==> config.mk <==
export PLATFORM = sky130hd
export DESIGN_NAME = music_player
export DESIGN_NICKNAME = d
export VERILOG_FILES = /design/src/rtl/music_pkg.sv /design/src/rtl/song_rom.sv /design/src/rtl/frequency_rom.sv /design/src/rtl/sine_rom.sv /design/src/rtl/sine_reader.sv /design/src/rtl/note_player.sv /design/src/rtl/song_sequencer.sv /design/src/rtl/music_player.sv
export VERILOG_INCLUDE_DIRS = /design/src /design/src/rtl
export SDC_FILE = /design/constraint.sdc
export NUM_CORES = 1
export LEC_CHECK = 0
export BUFFER_PORTS_ARGS = -buffer_cell sky130_fd_sc_hd__buf_2
export CORE_ASPECT_RATIO = 0.8
export CORE_MARGIN = 4
export CORE_UTILIZATION = 65
export DETAILED_ROUTE_END_ITERATION = 12
export PLACE_DENSITY_LB_ADDON = 0.1
export SYNTH_ARGS = -nofsm -noshare
export SYNTH_HDL_FRONTEND = slang
export SYNTH_SLANG_ARGS = --single-unit
==> constraint.sdc <==
create_clock -name clk -period 5.35 [get_ports clk]
set_input_delay 1.07 -clock clk [delete_from_list [all_inputs] [get_ports clk]]
set_output_delay 1.07 -clock clk [all_outputs]
set_load 0.02 [all_outputs]
==> src/rtl/music_settings.svh <==
`ifndef MUSIC_SETTINGS_SVH
`define MUSIC_SETTINGS_SVH

// Note number width, note 0 is a rest
`define MUSIC_NOTE_W    6
`define MUSIC_DUR_W     6     // Duration in beats
`define MUSIC_STEP_W    20    // Phase step per sample
`define MUSIC_PHASE_W   22    // Phase accumulator width
`define MUSIC_SONG_AW   5     // 32 song entries
`define MUSIC_BEAT_DIV  16    // Clocks per beat, kept small for simulation

`define MUSIC_SAMPLE_W  16    // Signed audio sample width
`define MUSIC_SINE_AW   6     // Quarter-wave table address width

`endif

==> src/rtl/music_pkg.sv <==
`include "music_settings.svh"

package music_pkg;

    // Signed audio sample as sent to the codec
    typedef logic signed [`MUSIC_SAMPLE_W-1:0] sample_t;

    typedef logic [`MUSIC_PHASE_W-1:0] phase_t;  // Accumulated phase, MSBs select the sine

    // Top bits of the phase that drive the sine table
    typedef struct packed {
        logic [1:0]                quadrant;  // Which quarter of the period
        logic [`MUSIC_SINE_AW-1:0] addr;      // Index into the quarter-wave table
    } sine_sel_t;

    // One song entry, also the load payload to the note player
    typedef struct packed {
        logic [`MUSIC_NOTE_W-1:0] note;      // Semitone number, 0 is a rest
        logic [`MUSIC_DUR_W-1:0]  duration;  // Length in beats, 0 ends the song
    } note_cmd_t;

endpackage

==> src/rtl/song_rom.sv <==
`timescale 1ns/1ps
`include "music_settings.svh"

module song_rom (
    input  logic                      clk,
    input  logic [`MUSIC_SONG_AW-1:0] song_addr,  // Entry to read
    output music_pkg::note_cmd_t      note_cmd    // Entry contents, one cycle later
);

    music_pkg::note_cmd_t rom_word;  // Combinational table output

    always_comb begin
        case (song_addr)
            // Short phrase, durations kept small for quick runs
            5'd0:    rom_word = '{6'd25, 6'd2};
            5'd1:    rom_word = '{6'd27, 6'd2};
            5'd2:    rom_word = '{6'd29, 6'd1};
            5'd3:    rom_word = '{6'd30, 6'd3};
            5'd4:    rom_word = '{6'd0,  6'd2};  // Rest
            5'd5:    rom_word = '{6'd32, 6'd2};
            5'd6:    rom_word = '{6'd34, 6'd1};
            5'd7:    rom_word = '{6'd37, 6'd4};
            5'd8:    rom_word = '{6'd36, 6'd2};
            5'd9:    rom_word = '{6'd0,  6'd1};  // Rest
            5'd10:   rom_word = '{6'd49, 6'd2};  // Octave jump
            5'd11:   rom_word = '{6'd44, 6'd3};
            default: rom_word = '{6'd0,  6'd0};  // Zero duration marks end of song
        endcase
    end

    // Registered read port
    always_ff @(posedge clk) begin
        note_cmd <= rom_word;
    end

endmodule

==> src/rtl/frequency_rom.sv <==
`timescale 1ns/1ps
`include "music_settings.svh"

module frequency_rom (
    input  logic                     clk,
    input  logic [`MUSIC_NOTE_W-1:0] note,       // Semitone number, 0 is a rest
    output logic [`MUSIC_STEP_W-1:0] step_size   // Phase increment, one cycle later
);

    // Lowest octave steps, equal temperament, about 65.4 Hz at 48 kHz sampling
    localparam logic [`MUSIC_STEP_W-1:0] BASE_STEP [12] = '{
        5715,   // C
        6055,   // C#
        6415,   // D
        6796,   // D#
        7200,   // E
        7629,   // F
        8082,   // F#
        8563,   // G
        9072,   // G#
        9611,   // A
        10183,  // A#
        10789   // B
    };

    logic [2:0]               octave;     // Up to 5 for 6-bit notes
    logic [3:0]               semitone;   // 0 to 11
    logic [`MUSIC_STEP_W-1:0] base_step;  // Step within the lowest octave

    always_comb begin
        octave    = 3'(note / 12);
        semitone  = 4'(note % 12);
        base_step = BASE_STEP[semitone];  // Semitone never exceeds 11
    end

    // Each octave doubles the frequency
    always_ff @(posedge clk) begin
        if (note == '0) begin
            step_size <= '0;  // Rest, zero step silences the readers
        end else begin
            step_size <= base_step << octave;
        end
    end

endmodule

==> src/rtl/sine_rom.sv <==
`timescale 1ns/1ps
`include "music_settings.svh"

module sine_rom (
    input  logic                  clk,
    input  music_pkg::sine_sel_t  phase_sel,  // Quadrant and table index
    output music_pkg::sample_t    sample      // Full-wave sample, one cycle later
);

    // First quarter of sin, scaled to 32767, entry 0 is exactly zero
    localparam music_pkg::sample_t QUARTER_WAVE [1 << `MUSIC_SINE_AW] = '{
        0,     804,   1608,  2410,  3212,  4011,  4808,  5602,
        6393,  7179,  7962,  8739,  9512,  10278, 11039, 11793,
        12539, 13279, 14010, 14732, 15446, 16151, 16846, 17530,
        18204, 18868, 19519, 20159, 20787, 21403, 22005, 22594,
        23170, 23731, 24279, 24811, 25329, 25832, 26319, 26790,
        27245, 27683, 28105, 28510, 28898, 29268, 29621, 29956,
        30273, 30571, 30852, 31113, 31356, 31580, 31785, 31971,
        32137, 32285, 32412, 32521, 32609, 32678, 32728, 32757
    };

    logic [`MUSIC_SINE_AW-1:0] table_addr;  // Index after mirroring
    music_pkg::sample_t        magnitude;   // Unsigned-shaped table value

    always_comb begin
        // Quadrants 1 and 3 run the table backwards
        if (phase_sel.quadrant[0]) begin
            table_addr = ~phase_sel.addr;
        end else begin
            table_addr = phase_sel.addr;
        end
        magnitude = QUARTER_WAVE[table_addr];
    end

    // Second half of the period is the negative lobe
    always_ff @(posedge clk) begin
        if (phase_sel.quadrant[1]) begin
            sample <= -magnitude;
        end else begin
            sample <= magnitude;
        end
    end

endmodule

==> src/rtl/sine_reader.sv <==
`timescale 1ns/1ps
`include "music_settings.svh"

module sine_reader (
    input  logic                     clk,
    input  logic                     reset,
    input  logic [`MUSIC_STEP_W-1:0] step_size,      // Phase increment per sample
    input  logic                     generate_next,  // One-cycle sample request
    output music_pkg::sample_t       sample          // Valid two cycles after the request
);

    music_pkg::phase_t    phase;      // Running phase accumulator
    music_pkg::phase_t    step_ext;   // Step widened to phase width
    music_pkg::sine_sel_t phase_sel;  // Top phase bits to the table

    // Zero-extend, the step is always a positive increment
    assign step_ext = music_pkg::phase_t'(step_size);

    // Stage one of the sample pipeline
    always_ff @(posedge clk) begin
        if (reset) begin
            phase <= '0;
        end else if (step_size == '0) begin
            phase <= '0;  // Rest parks at table entry 0, so output is exactly 0
        end else if (generate_next) begin
            phase <= phase + step_ext;  // Wraps naturally at full period
        end
    end

    // Quadrant and table index come straight off the MSBs
    assign phase_sel = phase[`MUSIC_PHASE_W-1 -: $bits(music_pkg::sine_sel_t)];

    // Stage two, registered table read
    sine_rom sine_table (
        .clk      (clk),
        .phase_sel(phase_sel),
        .sample   (sample)
    );

endmodule

==> src/rtl/note_player.sv <==
`timescale 1ns/1ps
`include "music_settings.svh"

module note_player (
    input  logic                 clk,
    input  logic                 reset,
    input  logic                 play_enable,           // Level, pauses playback when low
    input  logic                 load_new_note,         // One-cycle load strobe
    input  music_pkg::note_cmd_t note_cmd,              // Note and duration to load
    input  logic                 beat,                  // One-cycle beat tick
    input  logic                 generate_next_sample,  // Codec sample request
    output logic                 done_with_note,        // Stays high once the note has run out
    output music_pkg::sample_t   sample_out,            // Mixed sample, holds between pulses
    output logic                 new_sample_ready       // Pulse three cycles after a request
);

    logic [`MUSIC_NOTE_W-1:0] note;             // Note currently sounding
    logic [`MUSIC_DUR_W-1:0]  beats_left;       // Duration countdown
    logic [`MUSIC_STEP_W-1:0] step_size;        // Fundamental step
    logic [`MUSIC_STEP_W-1:0] overtone_step;    // Twice the fundamental
    logic                     generate_next;    // Request qualified by play_enable
    logic [2:0]               strobe_pipe;      // Tracks requests through the pipeline
    music_pkg::sample_t       fund_sample;
    music_pkg::sample_t       overtone_sample;
    logic [`MUSIC_SAMPLE_W:0] mix_sum;          // One extra bit for overflow

    // Note register, feeds the step lookup
    always_ff @(posedge clk) begin
        if (reset) begin
            note <= '0;  // Start on a rest
        end else if (load_new_note) begin
            note <= note_cmd.note;
        end
    end

    // Counts beats down to zero, then holds there
    always_ff @(posedge clk) begin
        if (reset) begin
            beats_left <= '0;
        end else if (play_enable && load_new_note) begin
            beats_left <= note_cmd.duration;
        end else if (play_enable && beat && !done_with_note) begin
            beats_left <= beats_left - 1'b1;
        end
    end
    assign done_with_note = (beats_left == '0);

    frequency_rom freq_rom (.clk(clk), .note(note), .step_size(step_size));

    assign generate_next = play_enable && generate_next_sample;
    assign overtone_step = step_size << 1;  // One octave up

    sine_reader fund_reader (
        .clk(clk), .reset(reset), .step_size(step_size),
        .generate_next(generate_next), .sample(fund_sample)
    );
    sine_reader overtone_reader (
        .clk(clk), .reset(reset), .step_size(overtone_step),
        .generate_next(generate_next), .sample(overtone_sample)
    );

    // Fundamental plus overtone at half amplitude, sign-extended to 17 bits
    assign mix_sum = {fund_sample[`MUSIC_SAMPLE_W-1], fund_sample}
                   + {{2{overtone_sample[`MUSIC_SAMPLE_W-1]}},
                      overtone_sample[`MUSIC_SAMPLE_W-1:1]};

    // Stage three, mix register and strobe delay
    always_ff @(posedge clk) begin
        if (reset) begin
            strobe_pipe <= '0;
            sample_out  <= '0;
        end else begin
            strobe_pipe <= {strobe_pipe[1:0], generate_next};
            if (strobe_pipe[1]) begin
                // Sign bits disagree on overflow, so fold by halving the sum
                if (mix_sum[`MUSIC_SAMPLE_W] != mix_sum[`MUSIC_SAMPLE_W-1]) begin
                    sample_out <= mix_sum[`MUSIC_SAMPLE_W:1];
                end else begin
                    sample_out <= mix_sum[`MUSIC_SAMPLE_W-1:0];
                end
            end
        end
    end
    assign new_sample_ready = strobe_pipe[2];

endmodule

==> src/rtl/song_sequencer.sv <==
`timescale 1ns/1ps
`include "music_settings.svh"

module song_sequencer (
    input  logic                      clk,
    input  logic                      reset,
    input  logic                      play_enable,     // Level, freezes the song when low
    input  music_pkg::note_cmd_t      note_cmd,        // Song ROM output
    input  logic                      done_with_note,  // Level from the note player
    output logic [`MUSIC_SONG_AW-1:0] song_addr,       // Next entry to play
    output logic                      load_new_note,   // One-cycle load strobe
    output music_pkg::note_cmd_t      load_cmd,        // Payload for the load
    output logic                      beat,            // Pulse every MUSIC_BEAT_DIV cycles
    output logic [`MUSIC_SONG_AW-1:0] note_index,      // Entry now sounding
    output logic                      song_done        // Set once the end entry is read
);

    localparam int BEAT_CW = $clog2(`MUSIC_BEAT_DIV);

    typedef enum logic [1:0] {
        S_WAIT,   // Note playing, wait for it to finish
        S_FETCH,  // Address on the ROM, read in progress
        S_READY,  // ROM word valid, load or stop
        S_END     // Song finished, stays here until reset
    } state_t;

    state_t             state, next_state;
    logic [BEAT_CW-1:0] beat_count;
    logic               end_of_song;  // Zero duration entry

    // Beat divider, only runs while playing
    always_ff @(posedge clk) begin
        if (reset) begin
            beat_count <= '0;
            beat       <= 1'b0;
        end else begin
            beat <= 1'b0;
            if (play_enable) begin
                if (beat_count == BEAT_CW'(`MUSIC_BEAT_DIV - 1)) begin
                    beat_count <= '0;
                    beat       <= 1'b1;
                end else begin
                    beat_count <= beat_count + 1'b1;
                end
            end
        end
    end

    assign end_of_song = (note_cmd.duration == '0);

    always_comb begin
        next_state = state;
        case (state)
            S_WAIT:  if (play_enable && done_with_note) next_state = S_FETCH;
            S_FETCH: if (play_enable) next_state = S_READY;
            S_READY: if (play_enable) next_state = end_of_song ? S_END : S_WAIT;
            S_END:   next_state = S_END;
            default: next_state = S_WAIT;
        endcase
    end

    // Load happens two cycles after done_with_note rises
    assign load_new_note = play_enable && (state == S_READY) && !end_of_song;
    assign load_cmd      = note_cmd;

    always_ff @(posedge clk) begin
        if (reset) begin
            state      <= S_WAIT;
            song_addr  <= '0;
            note_index <= '0;
            song_done  <= 1'b0;
        end else begin
            state <= next_state;
            if (load_new_note) begin
                note_index <= song_addr;           // Entry just loaded
                song_addr  <= song_addr + 1'b1;    // Ready for the next fetch
            end
            if (play_enable && (state == S_READY) && end_of_song) begin
                song_done <= 1'b1;
            end
        end
    end

endmodule

==> src/rtl/music_player.sv <==
`timescale 1ns/1ps
`include "music_settings.svh"

module music_player (
    input  logic                      clk,
    input  logic                      reset,
    input  logic                      play_enable,           // Level from the codec side
    input  logic                      generate_next_sample,  // Sample request strobe
    output music_pkg::sample_t        sample_out,            // Mixed audio sample
    output logic                      new_sample_ready,      // Sample valid strobe
    output logic [`MUSIC_SONG_AW-1:0] note_index,            // Song entry now sounding
    output logic                      song_done              // End of song reached
);

    logic [`MUSIC_SONG_AW-1:0] song_addr;
    music_pkg::note_cmd_t      rom_cmd;         // ROM word back to the sequencer
    music_pkg::note_cmd_t      load_cmd;        // Note handed to the player
    logic                      load_new_note;
    logic                      beat;
    logic                      done_with_note;

    song_sequencer sequencer (
        .clk(clk), .reset(reset), .play_enable(play_enable),
        .note_cmd(rom_cmd), .done_with_note(done_with_note),
        .song_addr(song_addr), .load_new_note(load_new_note), .load_cmd(load_cmd),
        .beat(beat), .note_index(note_index), .song_done(song_done)
    );

    song_rom rom (.clk(clk), .song_addr(song_addr), .note_cmd(rom_cmd));

    note_player player (
        .clk(clk), .reset(reset), .play_enable(play_enable),
        .load_new_note(load_new_note), .note_cmd(load_cmd), .beat(beat),
        .generate_next_sample(generate_next_sample),
        .done_with_note(done_with_note), .sample_out(sample_out),
        .new_sample_ready(new_sample_ready)
    );

endmodule

==> results.cfg <==
[worst_setup_path]
crit_arrival_ns = 4.79
critical_path.max_fanout = 25
worst_setup_path_end_kind = flop
cp_slowest_cell = dfxtp_2
reg2reg_depth = 15
path_class = reg2reg
reg2reg_to = player.fund_reader.sine_table.sample[10]$_DFF_P_
crit_required_ns = 5.71
path_delay_family = compound AO/OA/AOI/OAI gates
start_kind = flop
rr_startpoint = player.fund_reader.phase[20]$_SDFFE_PP0P_
r2r_slack_ns = 0.92
critPathBufInv = 2
cp_cell_sequence = xor2_1, inv_1, ha_1, or2_2, nor3b_1, o41ai_2, a31oi_1, a221o_1, nand2b_1, inv_1, ha_1, o211ai_1, nand4bb_1, o41ai_2, xnor2_1
slowest_delay_ns = 0.61

[clocking]
worstSkewPairLatency_ns = 0.45
cts_hold_buf = 0
post-cts-setup-buffers = 0
clockRootBuffer = clkbuf_16
cts_buffer_depth = 2
htree_levels = 4
cts.sinks = 152
cts_buffers = 17
ctsResizeCount = 0
cts.clk_slew.worst_paths_ns = 0.07
cts_tree = done

[hold_path]
hold_path_startpoint = player.strobe_pipe[0]$_SDFF_PP0_
hold_path_class = reg2reg
hold_end = player.strobe_pipe[1]$_SDFF_PP0_
hold_depth = 1

[grt]
grt_pass1_wl_um = 78150
antenna_found_initial = 2
grt_pass1_vias = 14770
grt.total_usage = 0.3567
grt_overflow = 0
grt_max_degree = 77

[timing]
final-setup-viol-count = 0
drv_slew = 0
fmax_ghz = 0.2257
rsz0062_at_grt = no
timing.final.crit_share = 0.8281
maxSlewHeadroom = 0.2160
hold_viol = 0
skew_ns = 0.01758
worstMarginPinSlew_ns = 1.172
setup-tns-final_ns = 0
finalCriticalPeriod_ns = 4.431
worst_slack_ns = 0.9194

[logic_synthesis]
synth_area_per_cell_sq_um = 7.418
synth_top_cell_area_share = 0.1977
ys_warn_count = 0
synth_area_sq_um = 15390
ys_types = 101
yosysSeqAreaShare = 0.1977
synth_nets = 2176
ys_ff_latch = 152
synthArstFlopShare = 0
synthTopCellsByCount = nand2_1 (184), a21oi_1 (169), nor2_1 (158)
yosysMostFrequentCell = nand2_1
yosys.area.top_type = dfxtp_1
synth_area_leaders = dfxtp_1 (20%), ha_1 (7.6%), a21oi_1 (5.5%), nand2_1 (4.5%), o21ai_0 (4.4%)
ys.flop_type = dfxtp_1
netlist_instances = 2075
synth-edff-count = 0

[layout]
multi_input_area_sq_um = 11080
final_cells = 2299
num_antenna_cells = 0
drive_above_1_share = 0.07448
final_area_sq_um = 15790
area_growth_pct = 2.609
regArea_sq_um = 3053
final_nets = 2076
fillers = 1981
post-route-util = 0.6768

[die]
die_w_um = 180.0
start_util = 0.6596
core_sq_um = 23330
rows = 50
pin_count = 27
die-height_um = 145.6
die_area_sq_um = 26220

[drt]
dr_wl_met2_um = 20790
drc_errors = 0
ant_nets = 0
m1WireLength_um = 20000
top_layer_used = met5
post_drt_wl_per_cell_um = 21.44
vias_per_cell = 7.137
drtIter0Drc = 2485
route.met3.wl_um = 6454
wl_um = 49290
vias = 16410
first_pass_iters = 8

[power]
power.leakage_nw = 6.028
ir_worst_vdd_mv = 0.2331
p_per_area_nw_per_um2 = 186.7

[placement]
io_buffers = 26
hpwl_um = 34170
place_area_sq_um = 15200
placed_cells = 2268
place_congestion = 1.062
pre_cts_ws_ns = 1.072

[status]
status = completed

[run]
timing.max_cap.violations = 0
-- layout make-up --
cell class	count	share of cell area
clock inverter	12	0.01046
tap	312	0.02472
inverter	72	0.01711
sequential	152	0.1933
timing repair buffer	62	0.02535
multi-input combinational	1670	0.7017
clock buffer	19	0.02741
-- cell families after synthesis --
kind of cell | synth area share
AO/OA/AOI/OAI | 0.3336
AND/OR/NAND/NOR | 0.2370
buffers and inverters | 0.08235
flip-flops | 0.1977
adder cells (fa/ha/maj) | 0.08031
XOR/XNOR | 0.04666
multiplexers | 0.02235
-- registers in the layout, summed over array words and instances, names as in the netlist --
name	count
rom.note_cmd	9
sequencer.beat	1
player.overtone_reader.sine_table.sample	15
player.sample_out	16
player.strobe_pipe	3
sequencer.beat_count	4
player.beats_left	6
sequencer.song_addr	5
player.fund_reader.phase	22
sequencer.state	2
sequencer.song_done	1
player.overtone_reader.phase	21
player.fund_reader.sine_table.sample	16
player.note	6
sequencer.note_index	5
player.freq_rom.step_size	20
-- cells in the final DEF, fill, tap and decap left out, drive strengths merged, types with 9 or more instances in the layout --
cell type    n
nand2      185
a211oi      44
xor2        31
o22ai       41
nor3b       15
nor2b       54
nand3       52
or4          9
o32ai       13
o221ai      32
and3         9
o21a        15
a31oi       33
a221oi      25
o311ai      11
and2        13
o211ai      26
nand4       16
a21oi      169
a311oi      13
buf         62
inv         72
or2         20
nand2b      64
or3          9
a32oi       12
nor2       158
mux2i       31
a21o        30
o21ai      139
a22oi       16
xnor2       51
a22o        10
dfxtp      152
ha          94
nor3        54
o31ai       16
nor4        11
clkbuf      19
-- power breakdown --
part / switching (mW) / internal, mW / total, mW
combinational: 0.329 / 0.171 / 0.500
clock: 0.506 / 0.739 / 1.24
sequential: 0.0366 / 1.17 / 1.20
total: 0.872 / 2.08 / 2.95
-- per-layer routing --
| metal | vias up | track usage |
|---|---|---|
| li1 | 7545 | - |
| met1 | 7566 | 0.4809 |
| met2 | 1083 | 0.5360 |
| met3 | 210 | 0.1179 |
| met4 | 4 | 0.1285 |
| met5 | - | 0 |
-- how the worst max path moves through the flow --
stage                                                    from                                               end  slack, ns  cells past startpoint
floorplan           player.fund_reader.phase[15]$_SDFFE_PP0P_  player.fund_reader.sine_table.sample[10]$_DFF_P_       1.23                     20
global placement    player.fund_reader.phase[20]$_SDFFE_PP0P_  player.fund_reader.sine_table.sample[10]$_DFF_P_       1.14                     15
global route        player.fund_reader.phase[20]$_SDFFE_PP0P_  player.fund_reader.sine_table.sample[10]$_DFF_P_       0.65                     15
detailed placement  player.fund_reader.phase[20]$_SDFFE_PP0P_  player.fund_reader.sine_table.sample[10]$_DFF_P_       1.07                     15
finish              player.fund_reader.phase[20]$_SDFFE_PP0P_  player.fund_reader.sine_table.sample[10]$_DFF_P_       0.92                     15
CTS                 player.fund_reader.phase[20]$_SDFFE_PP0P_  player.fund_reader.sine_table.sample[10]$_DFF_P_       1.02                     15
-- per-stage QoR --
stage	power (mW)	hold WS (ns)
3_3_place_gp	1.697	0.4197
5_1_grt	3.057	0.4632
3_5_place_dp	1.705	0.4220
4_1_cts	2.945	0.4374
6_report	2.948	0.4378
2_1_floorplan	1.583	0.4138
Note: power is estimated with default switching activity, not from simulation.
